--- src/verilog/dma_fifo_pkg.sv ---
// Geometry constants of the SCSI DMA longword FIFO
// Byte pointer preset values and the lane-mask type

package dma_fifo_pkg;

  // Longword storage
  localparam int WORD_W     = 32;  // One longword
  localparam int FIFO_DEPTH = 8;   // Longwords held
  localparam int PTR_W      = 3;   // Next-in / next-out pointer width
  localparam int CNT_W      = 4;   // Occupancy count, must hold FIFO_DEPTH

  // Byte lanes
  localparam int LANES  = 4;              // Bytes per longword
  localparam int BYTE_W = WORD_W / LANES; // Width of one lane
  localparam int BPTR_W = 2;              // Byte pointer width

  // Byte pointer values loaded by clear and by the ACR write
  localparam logic [BPTR_W-1:0] BPTR_START = 2'd0;  // First byte, bits 31:24
  localparam logic [BPTR_W-1:0] BPTR_MID25 = 2'd2;  // Transfer starts on odd word

  // Lane write enables, big-endian
  //   bit 3 -> bits 31:24
  //   bit 2 -> bits 23:16
  //   bit 1 -> bits 15:8
  //   bit 0 -> bits 7:0
  typedef logic [LANES-1:0] lane_mask_t;

  // Lanes covered by the CPU half-word loads
  localparam lane_mask_t LANES_HIGH = 4'b1100;  // lhword
  localparam lane_mask_t LANES_LOW  = 4'b0011;  // llword

endpackage

--- src/verilog/fifo_lane_decode.sv ---
// Byte pointer with ACR preset, increment and clears
// Decode of the CPU word loads and the SCSI byte load into lane write enables

`timescale 1ns/1ps

module fifo_lane_decode (
  input  logic                            LLWS,       // FIFO clock
  input  logic                            rst_n,      // Sync reset, active low
  input  logic                            rst_fifo_n, // Controller FIFO clear
  input  logic                            llword,     // CPU loads bits 15:0
  input  logic                            lhword,     // CPU loads bits 31:16
  input  logic                            lbyte_n,    // SCSI byte load, active low
  input  logic                            inc_bo,     // Step to next byte lane
  input  logic                            acr_wr,     // Control register write
  input  logic                            h_0c,       // Address decode for $0C
  input  logic                            mid25,      // Preset to the lower half-word
  output logic [dma_fifo_pkg::BPTR_W-1:0] byte_ptr,   // Current byte lane
  output dma_fifo_pkg::lane_mask_t        lane_we     // Per-lane write enables
);

  import dma_fifo_pkg::*;

  logic              acr_load;    // ACR write hits $0C
  logic [BPTR_W-1:0] preset_val;  // Value the ACR write loads
  lane_mask_t        word_lanes;  // Lanes from the half-word loads
  lane_mask_t        byte_lanes;  // Lane from the byte load

  // ACR preset
  assign acr_load   = acr_wr & h_0c;
  assign preset_val = mid25 ? BPTR_MID25 : BPTR_START;

  // Byte pointer register
  // Preset has priority over the increment, both clears over everything
  always_ff @(posedge LLWS) begin
    if (!rst_n || !rst_fifo_n) begin
      byte_ptr <= BPTR_START;
    end else if (acr_load) begin
      byte_ptr <= preset_val;
    end else if (inc_bo) begin
      byte_ptr <= byte_ptr + 1'b1;  // Wraps from 3 back to 0
    end
  end

  // Half-word loads each cover two lanes
  always_comb begin
    word_lanes = '0;
    if (lhword) begin
      word_lanes = word_lanes | LANES_HIGH;  // Bits 31:16
    end
    if (llword) begin
      word_lanes = word_lanes | LANES_LOW;   // Bits 15:0
    end
  end

  // Byte load goes to lane 3 - byte_ptr
  // Pointer 0 is the most significant byte
  always_comb begin
    for (int l = 0; l < LANES; l++) begin
      byte_lanes[l] = !lbyte_n && (byte_ptr == BPTR_W'(LANES - 1 - l));
    end
  end

  // Sources can overlap in one cycle; the store sees the union
  // Decode uses the pointer before any update on this edge
  assign lane_we = word_lanes | byte_lanes;

endmodule

--- src/verilog/fifo_store.sv ---
// Eight-longword storage array with byte-lane writes
// Next-in and next-out pointers, unregistered read of the next-out word

`timescale 1ns/1ps

module fifo_store (
  input  logic                            LLWS,       // FIFO clock
  input  logic                            rst_n,      // Sync reset, active low
  input  logic                            rst_fifo_n, // Controller FIFO clear
  input  dma_fifo_pkg::lane_mask_t        lane_we,    // Lanes to write this edge
  input  logic                            inc_ni,     // Advance next-in
  input  logic                            inc_no,     // Advance next-out
  input  logic [dma_fifo_pkg::WORD_W-1:0] id,         // Write data
  output logic [dma_fifo_pkg::WORD_W-1:0] od          // Word at next-out
);

  import dma_fifo_pkg::*;

  logic [WORD_W-1:0] mem [FIFO_DEPTH];  // Longword buffer, no reset
  logic [PTR_W-1:0]  next_in;           // Write address
  logic [PTR_W-1:0]  next_out;          // Read address

  // Next-in pointer
  // Depth is a power of two so the pointer wraps on its own
  always_ff @(posedge LLWS) begin
    if (!rst_n || !rst_fifo_n) begin
      next_in <= '0;
    end else if (inc_ni) begin
      next_in <= next_in + 1'b1;
    end
  end

  // Next-out pointer
  always_ff @(posedge LLWS) begin
    if (!rst_n || !rst_fifo_n) begin
      next_out <= '0;
    end else if (inc_no) begin
      next_out <= next_out + 1'b1;
    end
  end

  // Lane writes at the current next-in address
  // A write together with inc_ni still lands in the old slot
  always_ff @(posedge LLWS) begin
    for (int l = 0; l < LANES; l++) begin
      if (lane_we[l]) begin
        mem[next_in][l*BYTE_W +: BYTE_W] <= id[l*BYTE_W +: BYTE_W];
      end
    end
  end

  // Read port
  // No output register, so after an inc_no edge od already
  // shows the following word in that cycle
  assign od = mem[next_out];

endmodule

--- src/verilog/fifo_occupancy.sv ---
// Longword occupancy counter
// Full and empty flags decoded from the registered count

`timescale 1ns/1ps

module fifo_occupancy (
  input  logic LLWS,       // FIFO clock
  input  logic rst_n,      // Sync reset, active low
  input  logic rst_fifo_n, // Controller FIFO clear
  input  logic inc_fifo,   // One longword added
  input  logic dec_fifo,   // One longword removed
  output logic fifo_full,  // Count at FIFO_DEPTH
  output logic fifo_empty  // Count at zero
);

  import dma_fifo_pkg::*;

  logic [CNT_W-1:0] count;    // Longwords held, 0 to FIFO_DEPTH
  logic             do_inc;   // Accepted increment
  logic             do_dec;   // Accepted decrement

  // Both strobes together cancel out
  // Steps past the limits are dropped, tied to the flags
  assign do_inc = inc_fifo && !dec_fifo && !fifo_full;
  assign do_dec = dec_fifo && !inc_fifo && !fifo_empty;

  always_ff @(posedge LLWS) begin
    if (!rst_n || !rst_fifo_n) begin
      count <= '0;
    end else if (do_inc) begin
      count <= count + 1'b1;
    end else if (do_dec) begin
      count <= count - 1'b1;
    end
  end

  // Flags follow the count one edge after the strobe
  assign fifo_full  = (count == CNT_W'(FIFO_DEPTH));
  assign fifo_empty = (count == '0);

endmodule

--- src/verilog/dma_fifo.sv ---
// Top level of the SCSI DMA longword FIFO
// Connects lane decode, storage and occupancy; byte pointer status outputs

`timescale 1ns/1ps

module dma_fifo (
  input  logic                            LLWS,       // FIFO clock
  input  logic                            rst_n,      // Sync reset, active low
  input  logic                            rst_fifo_n, // FIFO clear from controller
  input  logic                            llword,     // CPU load, lower half-word
  input  logic                            lhword,     // CPU load, higher half-word
  input  logic                            lbyte_n,    // SCSI byte load, active low
  input  logic                            inc_bo,     // Byte pointer increment
  input  logic                            acr_wr,     // Control register write
  input  logic                            h_0c,       // Address decode for $0C
  input  logic                            mid25,      // ACR preset select
  input  logic                            inc_fifo,   // Count up
  input  logic                            dec_fifo,   // Count down
  input  logic                            inc_ni,     // Next-in advance
  input  logic                            inc_no,     // Next-out advance
  input  logic [dma_fifo_pkg::WORD_W-1:0] id,         // Data in
  output logic                            fifo_full,  // Eight longwords held
  output logic                            fifo_empty, // Nothing held
  output logic                            boeq0,      // Pointer on first byte
  output logic                            boeq3,      // Pointer on fourth byte
  output logic                            bo0,        // Byte pointer bit 0
  output logic                            bo1,        // Byte pointer bit 1
  output logic [dma_fifo_pkg::WORD_W-1:0] od          // Data out, next-out word
);

  import dma_fifo_pkg::*;

  logic [BPTR_W-1:0] byte_ptr;  // Current SCSI byte lane
  lane_mask_t        lane_we;   // Decoder to store

  // Decode: byte pointer and lane enables
  fifo_lane_decode u_decode (
    .LLWS       (LLWS),
    .rst_n      (rst_n),
    .rst_fifo_n (rst_fifo_n),
    .llword     (llword),
    .lhword     (lhword),
    .lbyte_n    (lbyte_n),
    .inc_bo     (inc_bo),
    .acr_wr     (acr_wr),
    .h_0c       (h_0c),
    .mid25      (mid25),
    .byte_ptr   (byte_ptr),
    .lane_we    (lane_we)
  );

  // Execute: array and its pointers
  fifo_store u_store (
    .LLWS       (LLWS),
    .rst_n      (rst_n),
    .rst_fifo_n (rst_fifo_n),
    .lane_we    (lane_we),
    .inc_ni     (inc_ni),
    .inc_no     (inc_no),
    .id         (id),
    .od         (od)
  );

  // Result: longword count and flags
  fifo_occupancy u_occupancy (
    .LLWS       (LLWS),
    .rst_n      (rst_n),
    .rst_fifo_n (rst_fifo_n),
    .inc_fifo   (inc_fifo),
    .dec_fifo   (dec_fifo),
    .fifo_full  (fifo_full),
    .fifo_empty (fifo_empty)
  );

  // Byte pointer status for the SCSI state machine
  assign bo0   = byte_ptr[0];
  assign bo1   = byte_ptr[1];
  assign boeq0 = (byte_ptr == BPTR_START);     // About to load bits 31:24
  assign boeq3 = (byte_ptr == BPTR_W'(LANES - 1)); // Last byte of the longword

endmodule

--- config.mk ---
export PLATFORM = sky130hd
export DESIGN_NAME = dma_fifo
export DESIGN_NICKNAME = d
export VERILOG_FILES = /design/src/verilog/dma_fifo_pkg.sv /design/src/verilog/fifo_lane_decode.sv /design/src/verilog/fifo_store.sv /design/src/verilog/fifo_occupancy.sv /design/src/verilog/dma_fifo.sv
export SDC_FILE = /design/constraint.sdc
export NUM_CORES = 1
export LEC_CHECK = 0
export BUFFER_PORTS_ARGS = -buffer_cell sky130_fd_sc_hd__buf_4
export CORE_ASPECT_RATIO = 0.75
export CORE_MARGIN = 5
export CORE_UTILIZATION = 31
export CTS_BUF_LIST = sky130_fd_sc_hd__clkbuf_16
export DETAILED_ROUTE_END_ITERATION = 7
export PLACE_DENSITY = 0.49
export SLEW_MARGIN = 20
export SYNTH_ARGS = -nofsm -noshare
export SYNTH_HDL_FRONTEND = slang
export SYNTH_SLANG_ARGS = --single-unit
--- constraint.sdc ---
create_clock -name LLWS -period 2.8 [get_ports LLWS]
set_input_delay 0.56 -clock LLWS [delete_from_list [all_inputs] [get_ports LLWS]]
set_output_delay 0.56 -clock LLWS [all_outputs]
set_load 0.005 [all_outputs]
==> metrics <==
pwr/cell area 674 nW/um2; H-tree depth 1; GRT overflow 0; num rows 59; CP bufs+invs 3; cts-stage hold buffer count 0; nets 687; Cell variety after synth 33; routed via count 5,204; drt first pass iters 4; synth warn 0; Seq/Total Area, Yosys 0.745; CTS buffer count 27; Peak VDD IR 0.000306 V; CP max-delay cell mux4_1; initial antenna violation count 0; FF-to-FF path depth 8; share of the synthesized area in the top cell type 0.717; Worst Path Max Fanout 8; DRT iter0 DRCs 376; worst hold path startpoint id[17]; MaxCap Viol Count 0; Syn Inst Count 496; Pins Over Slew Limit 0; cell family with most CP delay multiplexers; Worst R2R Start u_occupancy.count[0]; Arrival @ worst endpoint 2.18 ns; CP required 2.24 ns; CP endpoint kind output pin; first-pass GRT wire length 34.2 mm; Final Hold Violating Endpoints 0; clk slew on worst S/H paths 0.06 ns; Die Height 171 um; hpwl dp 14.4 mm; vias per cell 4.69; Chip Width 225 um; area grow syn2layout 22.6%; critical register-to-register path endpoint u_occupancy.count[3]; HP Class input pin to flop; crit start category flop; most frequent cells in the layout edfxtp_1 (256), buf_4 (118), nor2_1 (44), mux4_2 (40), mux2_2 (31); commonest non-fill, non-tap cell in the layout edfxtp_1; Synth area leaders edfxtp_1 (72%), mux4_1 (9.8%), mux4_2 (5.0%); share of cells above drive strength 1 0.383; clock skew 0.00623 ns; root buffer cell clkbuf_16; LEAKAGE 4.41 nW; Critical Path, Cell by Cell buf_12, clkbuf_16, mux4_1, mux2_2, buf_4; CTS Buffer Depth 3; Global Route Usage Sum 0.118; # IOs 84; total wire length 24.1 mm; Initial Utilization 0.312; hold depth 1; CTS tree done; Mean Syn Cell Area 21.6 um2; Slew headroom 0.568; area leader, netlist edfxtp_1; routed len/inst 21.7 um; slowest stage delay, CP 0.54 ns; hold endpoint u_store.mem[4][17]; critical path class flop to output pin; Antenna Violating Nets Remaining 0; fin util 0.382; DR DRC count 0; register bit total from synthesis 271; Layout fillers 3,157; number of global-route vias before repair 5,537; syn_nets 551; reg2reg setup slack 0.29 ns; placer congestion estimate 0.723; TritonCTS Sinks 271; Post-Place Cells 1,051; Die ar. 38,400 um2; Sum Neg Setup Slack 0 ns; Tcrit/Tclk final 0.979; Buffers on Ports 83; fin cells 1,109; min cycle time layout 2.74 ns; diodes inserted 0; maximum clock rate 365 MHz; WHS 0.269 ns; Finish-stage setup viols 0; outcome finished, final reports clean; core area 34,400 um2; pin count of the biggest net entering global routing 35; worst slew pin tran 0.648 ns; area of the mapped netlist 10,700 um2; Worst-Skew Late Latency 0.52 ns; RSZ-0062 raised after global routing yes
## timing repair
item,in CTS,in global routing
gates resized for setup,1,20
endpoints found under the setup margin,27,24
setup buffers,2,2
gates cloned,0,5
## cell type report
type | instances | area (um2) | share of cell area
clock inverters | 22 | 267 | 0.0203
well taps | 457 | 572 | 0.0435
multi-input cells | 199 | 2520 | 0.192
clock buffers | 27 | 676 | 0.0514
repair buffers | 129 | 1100 | 0.0835
flip-flops and latches | 271 | 7990 | 0.608
inverters | 4 | 15.0 | 0.00114
## worst reg2reg max path: cells and delay by family, from the launching register on
kind,cells,cell delay [ns]
and+or+nand+nor,4,0.89
adders and majority gates,1,0.35
DFF,1,0.44
AOI/OAI and AO/OA,3,0.71
## routing by layer
metal / GRT usage / vias to the layer above / wire [um]
li1: - / 2323 / -
met2: 0.201 / 112 / 11900
met1: 0.156 / 2738 / 10700
met5: 0 / - / 0
met3: 0.0268 / 31 / 990
met4: 0.0257 / 0 / 484
## synthesized netlist by cell type
| cell | instances |
|---|---|
| edfxtp_1 | 256 |
| ha_1 | 8 |
| and4b_1 | 1 |
| mux4_2 | 24 |
| nor3_1 | 1 |
| fa_1 | 1 |
| mux4_1 | 40 |
| nand2b_1 | 1 |
| clkbuf_1 | 5 |
| and2_1 | 1 |
| buf_2 | 6 |
| xor2_1 | 3 |
| a21oi_1 | 8 |
| a21boi_0 | 1 |
| mux2_2 | 32 |
| or2_2 | 1 |
| o311a_1 | 1 |
| buf_1 | 4 |
| nand3b_1 | 3 |
| nor2_1 | 44 |
| a211oi_1 | 4 |
| nand2_1 | 8 |
| mux2i_1 | 3 |
| nor3b_1 | 1 |
| or3_1 | 1 |
| xnor2_1 | 6 |
| inv_1 | 4 |
| or3b_2 | 2 |
| nand3_1 | 2 |
| nor4_1 | 1 |
| buf_6 | 7 |
| dfxtp_1 | 15 |
| nand4b_1 | 1 |
## registers in the layout, indices dropped and copies added (netlist names), named ones only
name and cells:
u_store.mem 256, u_store.next_out 3, u_decode.byte_ptr 2, u_store.next_in 3, u_occupancy.count 4
## logic make-up after synthesis
family,after synthesis,synth area share
and+or+nand+nor,68,0.0287
DFF,271,0.745
buffers and inverters,26,0.0147
muxes,99,0.185
AOI/OAI and AO/OA,14,0.00817
xor gates and xnor gates,9,0.00735
adders and majority gates,9,0.0112
## how the worst max path moves through the flow
stage | end | slack (ns) | cells after the start
after global placement | u_occupancy.count[3] | 0.30 | 8
after detailed placement | u_occupancy.count[3] | 0.22 | 8
after global routing | od[2] | -0.02 | 5
final | od[2] | 0.06 | 5
after floorplan | u_occupancy.count[3] | 0.51 | 7
after CTS | od[9] | -0.02 | 4
## power breakdown
part / leakage [nW] / internal (mW) / switching, mW
sequential: 2.45 / 4.50 / 0.0226
clock: 0.467 / 2.31 / 1.49
combinational: 1.49 / 0.282 / 0.249
total: 4.41 / 7.09 / 1.77
## metrics by stage
step	power, mW	instance area [um2]	setup slack (ns)
floorplan	4.85	10700	0.513
global placement	5.09	12100	0.303
detailed placement	5.11	12100	0.220
CTS	8.94	13100	-0.0208
global route	9.19	13100	-0.0207
finish	8.86	13100	0.0575
(Power assumes the default switching activity.)
